<file path="src/logic/cab_pkg.sv">
// Cabinet I/O shared types
package cab_pkg;

	// ====================
	// Download stream
	// ====================

	// Width of the download byte address
	localparam int DL_ADDR_W = 25;

	// Download index of the game-select byte
	localparam logic [7:0] IDX_GAME = 8'd1;

	// Download index of the DIP switch bank
	localparam logic [7:0] IDX_DIP = 8'd254;

	// Number of DIP switch bytes held
	localparam int DIP_COUNT = 8;

	// One write strobe from the download stream
	typedef struct packed {
		logic                 wr;
		logic [7:0]           index;
		logic [DL_ADDR_W-1:0] addr;
		logic [7:0]           data;
	} dl_write_t;

	// ====================
	// Game selection
	// ====================

	// Values of the game-select byte
	typedef enum logic [1:0] {
		game_bwidow   = 2'd0,
		game_gravitar = 2'd1,
		game_lunarbat = 2'd2,
		game_spacduel = 2'd3
	} game_e;

	// One-hot selection, all clear for an unknown game byte
	typedef struct packed {
		logic bwidow;
		logic gravitar;
		logic lunarbat;
		logic spacduel;
	} game_sel_t;

	// ====================
	// Control panel
	// ====================

	// Decoded cabinet controls, active high
	typedef struct packed {
		logic up;
		logic down;
		logic left;
		logic right;
		logic fire_up;
		logic fire_down;
		logic fire_left;
		logic fire_right;
		logic start1;
		logic start2;
		logic coin;
	} panel_t;

	// Five input port bytes as seen by the game CPU
	typedef struct packed {
		logic [7:0] p0;
		logic [7:0] p1;
		logic [7:0] p2;
		logic [7:0] p3;
		logic [7:0] p4;
	} in_ports_t;

	// ====================
	// Vector output
	// ====================

	// Beam deflection and intensity from the game
	typedef struct packed {
		logic [9:0] x;
		logic [9:0] y;
		logic [3:0] z;
	} vector_in_t;

	// Codes for the three 6-bit resistor ladders
	typedef struct packed {
		logic [5:0] x6;
		logic [5:0] y6;
		logic [5:0] z6;
	} ladder_t;

endpackage

</file>
<file path="src/logic/cabinet_io_top.sv">
// Cabinet I/O front end
module cabinet_io_top #(
	parameter int DAC_IN_W  = 10,
	parameter int DAC_OUT_W = 6,
	parameter int DIP_COUNT = 8
) (
	input  logic                clk_12,
	input  logic                rst,
	input  cab_pkg::dl_write_t  dl,
	input  logic [15:0]         joy0,
	input  logic [15:0]         joy1,
	input  cab_pkg::vector_in_t vec,
	output cab_pkg::in_ports_t  ports,
	output cab_pkg::ladder_t    ladder
);

	// Selection and DIP bytes from the loader
	cab_pkg::game_sel_t sel;
	logic [7:0]         dip0;
	logic [7:0]         dip1;
	logic [7:0]         dip2;

	// Input side
	config_loader #(
		.DIP_COUNT (DIP_COUNT)
	) u_config (
		.clk_12 (clk_12),
		.rst    (rst),
		.dl     (dl),
		.sel    (sel),
		.dip0   (dip0),
		.dip1   (dip1),
		.dip2   (dip2)
	);

	// Processing part, purely combinational
	control_mapper u_mapper (
		.joy0  (joy0),
		.joy1  (joy1),
		.sel   (sel),
		.dip0  (dip0),
		.dip1  (dip1),
		.dip2  (dip2),
		.ports (ports)
	);

	// Output side
	vector_dac #(
		.IN_W  (DAC_IN_W),
		.OUT_W (DAC_OUT_W)
	) u_vector (
		.clk_12 (clk_12),
		.rst    (rst),
		.vec    (vec),
		.ladder (ladder)
	);

endmodule

</file>
<file path="src/logic/config_loader.sv">
// Configuration loader
module config_loader #(
	parameter int DIP_COUNT = cab_pkg::DIP_COUNT
) (
	input  logic               clk_12,
	input  logic               rst,
	input  cab_pkg::dl_write_t dl,
	output cab_pkg::game_sel_t sel,
	output logic [7:0]         dip0,
	output logic [7:0]         dip1,
	output logic [7:0]         dip2
);

	// Bits needed to index the DIP bank
	localparam int DIP_IDX_W = (DIP_COUNT > 1) ? $clog2(DIP_COUNT) : 1;

	// Upper bound on accepted DIP addresses, at address width
	localparam bit [cab_pkg::DL_ADDR_W-1:0] DIP_LIMIT = DIP_COUNT[cab_pkg::DL_ADDR_W-1:0];

	logic [7:0]           game_byte;
	logic [7:0]           dip_bank [DIP_COUNT];
	logic                 game_wr;
	logic                 dip_wr;
	logic [DIP_IDX_W-1:0] dip_idx;

	// ====================
	// Write decode
	// ====================

	assign game_wr = dl.wr && (dl.index == cab_pkg::IDX_GAME);

	// Addresses past the bank are dropped
	assign dip_wr  = dl.wr && (dl.index == cab_pkg::IDX_DIP) && (dl.addr < DIP_LIMIT);
	assign dip_idx = dl.addr[DIP_IDX_W-1:0];

	// Raw game byte, cleared so the core comes up as Black Widow
	always_ff @(posedge clk_12) begin
		if (rst) begin
			game_byte <= '0;
		end else if (game_wr) begin
			game_byte <= dl.data;
		end
	end

	// DIP bank, one byte per address
	always_ff @(posedge clk_12) begin
		if (rst) begin
			for (int i = 0; i < DIP_COUNT; i++) begin
				dip_bank[i] <= '0;
			end
		end else if (dip_wr) begin
			dip_bank[dip_idx] <= dl.data;
		end
	end

	// Only the first three bytes reach the ports
	assign dip0 = dip_bank[0];
	assign dip1 = dip_bank[1];
	assign dip2 = dip_bank[2];

	// ====================
	// Game select
	// ====================

	// One-hot flags lag the byte by a cycle
	always_ff @(posedge clk_12) begin
		if (rst) begin
			sel <= '{bwidow: 1'b1, default: 1'b0};
		end else begin
			sel.bwidow   <= (game_byte == 8'(cab_pkg::game_bwidow));
			sel.gravitar <= (game_byte == 8'(cab_pkg::game_gravitar));
			sel.lunarbat <= (game_byte == 8'(cab_pkg::game_lunarbat));
			sel.spacduel <= (game_byte == 8'(cab_pkg::game_spacduel));
		end
	end

	// Never two games at once, else the port mux picks by priority
	a_sel_onehot0 : assert property (@(posedge clk_12) disable iff (rst) $onehot0(sel));

endmodule

</file>
<file path="src/logic/control_mapper.sv">
// Control-panel mapper
module control_mapper (
	input  logic [15:0]        joy0,
	input  logic [15:0]        joy1,
	input  cab_pkg::game_sel_t sel,
	input  logic [7:0]         dip0,
	input  logic [7:0]         dip1,
	input  logic [7:0]         dip2,
	output cab_pkg::in_ports_t ports
);

	cab_pkg::panel_t pnl;
	logic [7:0]      coin_port;

	// ====================
	// Joystick decode
	// ====================

	always_comb begin
		// Movement from the first stick only
		pnl.up    = joy0[3];
		pnl.down  = joy0[2];
		pnl.left  = joy0[1];
		pnl.right = joy0[0];

		// Fire from the face buttons or the second stick's directions
		pnl.fire_up    = joy0[6] | joy1[3];
		pnl.fire_down  = joy0[7] | joy1[2];
		pnl.fire_left  = joy0[5] | joy1[1];
		pnl.fire_right = joy0[4] | joy1[0];

		// Start and coin accepted from either stick
		pnl.start1 = joy0[8] | joy1[8];
		pnl.start2 = joy0[9] | joy1[9];
		pnl.coin   = joy0[10] | joy1[10];
	end

	// Coin port shared by the three mapped games
	// bit6 low keeps the 3 kHz line at rest, dip2 bits swapped into 5 and 4
	assign coin_port = {1'b1, 1'b0, ~dip2[0], ~dip2[1], 2'b11, ~pnl.coin, 1'b1};

	// ====================
	// Port build
	// ====================

	always_comb begin
		// Defaults, also used for Space Duel and unknown games
		ports.p0 = 8'hff;
		ports.p1 = dip0;
		ports.p2 = dip1;
		ports.p3 = 8'hff;
		ports.p4 = 8'hff;

		if (sel.bwidow) begin
			ports.p0 = coin_port;
			// Move stick in the low nibble
			ports.p3 = {4'hf, ~pnl.up, ~pnl.down, ~pnl.left, ~pnl.right};
			// Starts and fire stick
			ports.p4 = {1'b1, ~pnl.start2, ~pnl.start1, 1'b1,
				~pnl.fire_up, ~pnl.fire_down, ~pnl.fire_left, ~pnl.fire_right};
		end else if (sel.gravitar) begin
			ports.p0 = coin_port;
			// Rotate, thrust, fire and shield
			ports.p3 = {3'b111, ~pnl.fire_left, ~pnl.left, ~pnl.right,
				~pnl.fire_right, ~pnl.fire_down};
			ports.p4 = {1'b1, ~pnl.start2, ~pnl.start1, 5'b11111};
		end else if (sel.lunarbat) begin
			ports.p0 = coin_port;
			ports.p1 = 8'hff;
			ports.p2 = 8'hff;
			// true polarity on this board
			ports.p3 = {1'b0, pnl.start2, pnl.start1, pnl.fire_left,
				pnl.fire_down, pnl.fire_right, pnl.right, pnl.left};
			ports.p4 = 8'hff;
		end
	end

endmodule

</file>
<file path="src/logic/sigma_delta_dac.sv">
// First-order sigma-delta code reducer
module sigma_delta_dac #(
	parameter int IN_W  = 10,
	parameter int OUT_W = 6
) (
	input  logic             clk_12,
	input  logic             rst,
	input  logic [IN_W-1:0]  code_in,
	output logic [OUT_W-1:0] code_out
);

	// Bits below the ladder resolution
	localparam int FRAC_W = IN_W - OUT_W;

	logic [OUT_W-1:0]  coarse;
	logic [FRAC_W-1:0] frac;
	logic [FRAC_W-1:0] acc;
	logic [FRAC_W:0]   sum;
	logic              carry;

	// Coarse step and fraction of the wide code
	assign coarse = code_in[IN_W-1 -: OUT_W];
	assign frac   = code_in[FRAC_W-1:0];

	// Carry out of the residual adds one ladder step
	assign sum   = {1'b0, acc} + {1'b0, frac};
	assign carry = sum[FRAC_W];

	always_ff @(posedge clk_12) begin
		if (rst) begin
			acc      <= '0;
			code_out <= '0;
		end else begin
			// Remainder carries into the next cycle
			acc <= sum[FRAC_W-1:0];
			// Top code saturates instead of wrapping
			if (carry && (coarse != '1)) begin
				code_out <= coarse + 1'b1;
			end else begin
				code_out <= coarse;
			end
		end
	end

	// Output never strays more than one step above last cycle's coarse code
	a_near_coarse : assert property (@(posedge clk_12) disable iff (rst)
		!$past(rst) |->
			({1'b0, code_out} == {1'b0, $past(coarse)}) ||
			({1'b0, code_out} == {1'b0, $past(coarse)} + 1'b1));

endmodule

</file>
<file path="src/logic/vector_dac.sv">
// Vector ladder output stage
module vector_dac #(
	parameter int IN_W  = 10,
	parameter int OUT_W = 6
) (
	input  logic                clk_12,
	input  logic                rst,
	input  cab_pkg::vector_in_t vec,
	output cab_pkg::ladder_t    ladder
);

	logic [OUT_W-1:0] x_code;
	logic [OUT_W-1:0] y_code;
	logic [5:0]       z_drive;

	// ====================
	// Deflection channels
	// ====================

	// X goes out on the blue ladder
	sigma_delta_dac #(
		.IN_W  (IN_W),
		.OUT_W (OUT_W)
	) sd_x (
		.clk_12   (clk_12),
		.rst      (rst),
		.code_in  (vec.x),
		.code_out (x_code)
	);

	// Y goes out on the red ladder
	sigma_delta_dac #(
		.IN_W  (IN_W),
		.OUT_W (OUT_W)
	) sd_y (
		.clk_12   (clk_12),
		.rst      (rst),
		.code_in  (vec.y),
		.code_out (y_code)
	);

	// ====================
	// Beam drive
	// ====================

	// Scope takes a plain on/off level, zero intensity drives full scale
	always_ff @(posedge clk_12) begin
		if (rst) begin
			z_drive <= '0;
		end else begin
			z_drive <= (vec.z == '0) ? 6'h3f : 6'h00;
		end
	end

	// All three ladders share the one-cycle latency
	assign ladder = '{x6: x_code, y6: y_code, z6: z_drive};

endmodule

</file>
<file path="config.mk">
export PLATFORM = sky130hd
export DESIGN_NAME = cabinet_io_top
export DESIGN_NICKNAME = d
export VERILOG_FILES = /design/src/logic/cab_pkg.sv /design/src/logic/cabinet_io_top.sv /design/src/logic/config_loader.sv /design/src/logic/control_mapper.sv /design/src/logic/sigma_delta_dac.sv /design/src/logic/vector_dac.sv
export SDC_FILE = /design/constraint.sdc
export NUM_CORES = 1
export LEC_CHECK = 0
export BUFFER_PORTS_ARGS = -buffer_cell sky130_fd_sc_hd__buf_2
export CAP_MARGIN = 20
export CORE_UTILIZATION = 44
export DETAILED_ROUTE_END_ITERATION = 8
export GPL_TIMING_DRIVEN = 1
export PLACE_DENSITY_LB_ADDON = 0.08
export SYNTH_ARGS = -nofsm -noshare
export SYNTH_HDL_FRONTEND = slang
export SYNTH_SLANG_ARGS = --single-unit
export TNS_END_PERCENT = 50
</file>
<file path="constraint.sdc">
create_clock -name clk_12 -period 3.55 [get_ports clk_12]
set_input_delay 0.8875 -clock clk_12 [delete_from_list [all_inputs] [get_ports clk_12]]
set_output_delay 0.8875 -clock clk_12 [all_outputs]
set_load 0.01 [all_outputs]
</file>
# --- After elaboration in Yosys (flattened, before gate mapping) ---
# Memory sizes are Yosys's and may differ from the RTL's.
# Cells that the tools add are included.
op_classes:
  add_sub_neg: 4
  n_lt_le_gt_ge: 1
  n_eq_ne: 6
  mux: 18
  bitwise: 20
  n_reduce_logical: 8
op_table:
  columns: ["op", "n"]
  rows:
  - ["$mux W16", 4]
  - ["$mux W39", 1]
  - ["$lt A25 B4 Y1 const B", 1]
  - ["$mux W8", 3]
  - ["$mux W6", 3]
  - ["$eq A8 B1 Y1 const B", 2]
  - ["$not A1 Y1", 13]
  - ["$add A6 B1 Y6 const B", 2]
  - ["$ne A6 B6 Y1 const B", 2]
  - ["$add A4 B4 Y5", 2]
  - ["$eq A8 B2 Y1 const B", 1]
  - ["$eq A8 B8 Y1 const B", 1]
  - ["$logic_not A8 Y1", 1]
  - ["$reduce_or A8 Y1", 1]
  - ["$or A1 B1 Y1", 7]
  - ["$mux W1", 6]
  - ["$logic_and A1 B1 Y1", 5]
  - ["$logic_not A4 Y1", 1]
  - ["$mux W3", 1]
totals:
  regBits: 37
  ram_bits: 64
  out_inout_bits: 58
  n_memories: 1
memory_table:
  columns: ["memory", "depth", "word_bits", "read_ports", "rd_clocked_by_memory_dff", "write_ports", "line", "source"]
  rows:
  - ["u_config.dip_bank", 8, 8, 3, 0, 8, "config_loader.sv:21", "logic [7:0] dip_bank [DIP_COUNT];"]

# --- Longest topological paths before layout ---
depth:
  ltp_word: 8
  mapped_depth: 8
  ltp_nobuf: 7

# --- Cells and area by module ---
# From an unflattened synthesis, not the netlist that was laid out.
unflattened:
  cells_unflattened: 326
  hier_area_um2: 3398.3
modules_own_cells:
  columns: ["module", "instances", "cells_per_inst", "area_per_inst_um2"]
  rows:
  - ["config_loader", 1, 138, 1791.7]
  - ["sigma_delta_dac", 2, 60, 568.0]
  - ["control_mapper", 1, 60, 401.6]
  - ["vector_dac", 1, 8, 68.8]

# --- Least setup slack after synthesis ---
# OpenSTA, ideal clock, no wires.
synth_path:
  kind: "input to register"
  startpoint: "input port dl[31] (netlist name)"
  endpoint: "memory u_config.dip_bank[0][0] (enable)"
  setup_ns: 0.387
  t_arrival_ns: 2.478
  required_time_ns: 3.163
  setup_slack_ns: 0.685
  cell_stages: 4
  n_path_buf: 0
  path_cell_list: "nor4b_1 -> nand4_1 -> or3_4 -> o31ai_1"
synth_lines:
  columns: ["item", "line", "source"]
  rows:
  - ["from (decl)", "cabinet_io_top.sv:9", "input cab_pkg::dl_write_t dl,"]
  - ["to (decl)", "config_loader.sv:21", null]

==> results by stage <==
GRT:
- The first global-routing pass estimated just under 9 mm of wire.
- The total overflow left after global routing is 0.
- The number of global-route vias before repair is between 2000 and 2500.
- Entering global routing, the biggest net connects 33 pins.
- Across every metal layer, demand over resource in global routing totals 0.178.
- The number of antenna violations at the first check in global routing is 0.

Timing:
- Setup repair after global routing left no endpoint under its margin.
- The count of final max-slew check failures was 0.
- The worst pin sits at a relative slew slack of 0.543.
- The highest clock rate is between 0.3 and 0.4 GHz.
- Counting I/O delays and the setup requirement, the final critical path takes 2.57 ns.
- For the pin with the worst max-slew slack, the measured transition is approximately 0.69 ns.
- Of the available clock period, the critical path in the final layout requires 0.724.
- Between clock sinks in the finished design, the worst skew comes to between 0.009 and 0.01 ns.
- The setup slack after layout is 0.980 ns.
- The final count of negative-setup-slack endpoints is 0.
- The setup total negative slack is 0 ns.
- The number of failing hold endpoints at the final stage is 0.

Routing:
- In this run, the number of DRC markers left after iteration 0 of detailed routing was 57.
- The count of nets left with antenna violations once routing finished came out at 0.
- The number of remaining DRC errors is 0.
- The final layout contains routed wiring with a total length of about 5.6 mm.
- Detailed routing inserted a total of about 2400 vias.
- The number of optimization iterations in the first detailed-route pass is 4.
- After detailed routing, the average wire length per cell comes to between 10 and 15 um.
- Using the TritonRoute via totals, the vias-per-cell ratio works out to approximately 5.0.

Critical path:
- The start point of the critical path is u_config.sel[3].
- The destination of the worst register-to-register timing path is u_vector.sd_y.code_out[3].
- The endpoint type of the worst setup path is an output port.
- Setup slack on the worst reg-to-reg path comes out at ~1.4 ns.
- Along the worst path, the maximum fanout reaches 17.
- The depth of the most critical reg-to-reg path is 7.
- The type of element launching the critical path is a flip-flop.
- The worst setup path is of the reg -> out kind.
- At the worst endpoint, the arrival time is approximately 1.7 ns.
- Data on the critical path is required at its endpoint by 2.66 ns.
- The reg-to-reg critical path startpoint is u_vector.sd_y.acc[0].

Clocking:
- The CTS tree is done.
- In this run, post-CTS repair resized a total of 0 instances.
- The H-tree was split into 2 levels.
- For this design, the CTS-stage hold fixing added 0 buffers.
- The tree is rooted in a sky130_fd_sc_hd__clkbuf_8.
- Clock tree synthesis found a total of 50 sinks.
- Clock latency on the worst-skew pair, taken at its later pin, is roughly 0.30 ns.
- Buffers added to address setup during post-CTS repair amount to 0.
- The maximum root-to-sink buffer count is 2.
- The total CTS buffers is 5.
- The register clock-pin slew on the reported worst setup and hold paths is roughly 0.090 ns.

Final layout:
- The count of non-filler cells in the finished layout is slightly below 500.
- The count of antenna diodes in the layout is 0.
- In the final design database the tool counted 522 nets.
- The area growth from synthesis to final layout is 30.0%.
- Of the cells placed in the final design, the portion with a size suffix greater than 1 is 0.428.
- At the end of the flow the core is filled with cells to 0.590.

Place:
- The last weighted congestion value of the routability-driven placer is around 0.72.
- Including well taps, the total number of placed cells is 478.
- Detailed placement finished with a half-perimeter wire length of between 4 and 5 mm.
- Prior to clock tree synthesis, the placed netlist has a worst setup slack of 0.694 ns.
- Port buffering added 137 buffers.

Power:
- The total power after layout is 0.00126 W.
- The internal portion of total power is around 0.00091 W.
- The clock share of power is 0.267.
- The switching share of power is 0.283.
- The analysis attributes to net switching a power of 0.000358 W.
- The power density relative to cell area is approximately 360 nW/um^2.
- The analysis attributes to cell leakage a power of 1.68 nW.
- The power share of the combinational group is 0.221.
- The worst-case IR drop observed on VDD is ~0.16 mV.
- The sequential fraction of design power is 0.513.

Floorplan:
- The die outline area is 6430 um^2.
- The floorplan die width is ~80 um.
- The floorplan has 28 rows.
- The top-level I/O count is between 150 and 200.
- The area of the core region is about 5900 um^2.
- For this configuration, the core starts out at a cell density of 0.454.
- The height of the chip is 80.2 um.

Hold path:
- For hold timing, the worst endpoint is u_config.sel[1].
- In this run the worst hold path is classified as reg -> reg.
- Counting instances, the worst hold path has a depth of 1.
- The start point of the worst hold path is u_config.game_byte[0].

Status:
- The flow ran to the end, and the final reports show no timing, DRC or antenna violations.

Synth:
- The synthesized design contains 50 register bits.
- The share of the Yosys chip area taken by registers is 0.439.
- The cell count after synthesis is between 200 and 300.
- The most instantiated flip-flop cell in the synthesis netlist is sky130_fd_sc_hd__dfxtp_1.
- The post-synthesis instance area is ~2700 um^2.
- The average footprint of a synthesized cell is 9.71 um^2.
- For this run, asynchronously set or reset flops after synthesis account for 0.
- The number of flops mapped to enable cells by yosys is 18.
- The number of synthesis warnings is 0.
- The number of unique standard cell types used by synthesis is between 40 and 50.

Run:
- The max-capacitance violation count is 0.
==> per-stage QoR <==
step | hold WS (ns) | instance area (um^2)
3_5_place_dp | 0.459 | 3400
4_1_cts | 0.473 | 3500
5_1_grt | 0.521 | 3500
6_report | 0.481 | 3500
2_1_floorplan | 0.436 | 2710
3_3_place_gp | 0.459 | 3400
==> per-layer routing <==
layer	track usage	up-vias	part of all wire
li1	-	1243	-
met1	0.209	1096	0.45
met2	0.319	90	0.48
met3	0.0432	6	0.065
met4	0.0500	0	0.0082
met5	0	-	0
==> power groups by stage <==
stage	sequential [W]	combinational, W	clock (W)
floorplan	0.000666	0.000163	0
global placement	0.000660	0.000273	0
detailed placement	0.000661	0.000280	0
CTS	0.000649	0.000282	0.000351
global route	0.000653	0.000317	0.000372
finish	0.000648	0.000279	0.000337
==> cells in the mapped netlist, types with 2 or more instances <==
library cell / count / area, um^2
sky130_fd_sc_hd__a21o_1: 3 / 22.5
sky130_fd_sc_hd__a21oi_1: 13 / 65.1
sky130_fd_sc_hd__and2_1: 18 / 113
sky130_fd_sc_hd__buf_4: 11 / 82.6
sky130_fd_sc_hd__clkbuf_1: 9 / 33.8
sky130_fd_sc_hd__dfxtp_1: 32 / 641
sky130_fd_sc_hd__edfxtp_1: 18 / 541
sky130_fd_sc_hd__fa_1: 2 / 40.0
sky130_fd_sc_hd__ha_1: 10 / 125
sky130_fd_sc_hd__inv_1: 13 / 48.8
sky130_fd_sc_hd__mux2i_1: 10 / 100
sky130_fd_sc_hd__nand2_1: 9 / 33.8
sky130_fd_sc_hd__nand2b_1: 4 / 25.0
sky130_fd_sc_hd__nand3_1: 3 / 15.0
sky130_fd_sc_hd__nand4_1: 5 / 31.3
sky130_fd_sc_hd__nor2_1: 25 / 93.8
sky130_fd_sc_hd__nor2b_1: 2 / 12.5
sky130_fd_sc_hd__nor3_1: 4 / 20.0
sky130_fd_sc_hd__nor4_1: 2 / 12.5
sky130_fd_sc_hd__nor4_2: 5 / 62.6
sky130_fd_sc_hd__nor4b_1: 4 / 35.0
sky130_fd_sc_hd__o21ai_0: 15 / 75.1
sky130_fd_sc_hd__o22ai_1: 2 / 12.5
sky130_fd_sc_hd__o311ai_0: 3 / 26.3
sky130_fd_sc_hd__o31a_1: 2 / 17.5
sky130_fd_sc_hd__o31ai_1: 8 / 60.1
sky130_fd_sc_hd__o41ai_1: 3 / 26.3
sky130_fd_sc_hd__or2_2: 17 / 106
sky130_fd_sc_hd__or3_1: 7 / 43.8
sky130_fd_sc_hd__or4_1: 3 / 22.5
sky130_fd_sc_hd__xor2_1: 4 / 35.0
==> critical path, stage by stage (launching register included) <==
cell and delay [ns]:
sky130_fd_sc_hd__dfxtp_1 0.47, sky130_fd_sc_hd__nor3b_2 0.21, sky130_fd_sc_hd__buf_4 0.20, sky130_fd_sc_hd__inv_1 0.07, sky130_fd_sc_hd__or3_1 0.30, sky130_fd_sc_hd__buf_2 0.14
==> flip-flops by register name, summed over array words and instances (netlist names) <==
name                    flops
u_config.dip_bank          18
u_vector.sd_y.code_out      6
u_vector.z_drive            1
u_vector.sd_x.acc           4
u_vector.sd_y.acc           4
u_config.game_byte          8
u_config.sel                3
u_vector.sd_x.code_out      6
==> logic make-up after synthesis <==
kind of cell,share of synthesized area
other,0.00139
AND/OR/NAND/NOR,0.267
XOR/XNOR,0.0130
flip-flops,0.439
AO/OA/AOI/OAI,0.119
buffers and inverters,0.0614
multiplexers,0.0372
adder cells (fa/ha/maj),0.0614
==> worst max-delay path by stage <==
stage,to,slack [ns]
5_1_grt,ports[13],0.86
3_3_place_gp,u_config.dip_bank[1][6],0.76
4_1_cts,ports[14],0.97
3_5_place_dp,u_config.dip_bank[0][6],0.69
6_report,ports[14],0.98
2_1_floorplan,u_config.dip_bank[0][0],0.68
==> area by class of cell <==
cell class / instances / area, um^2
multi-input combinational: 199 / 1360
sequential: 50 / 1180
clock inverter: 3 / 25.0
tap: 75 / 93.8
inverter: 13 / 48.8
fill: 555 / 2420
timing repair buffer: 141 / 716
clock buffer: 5 / 68.8
==> layout by cell type (no fill, tap or decap), drive strengths merged, types with 5 or more instances in the layout <==
cell type and n:
o21ai 15, or2 17, o31ai 8, buf 141, clkbuf 5, edfxtp 18, nor4 8, dfxtp 32
nor2 25, inv 14, nand2 9, nand4 6, or3 8, ha 10, and2 18, a21oi 13
conb 6, mux2i 10
Note: power is estimated with default switching activity, not from simulation.
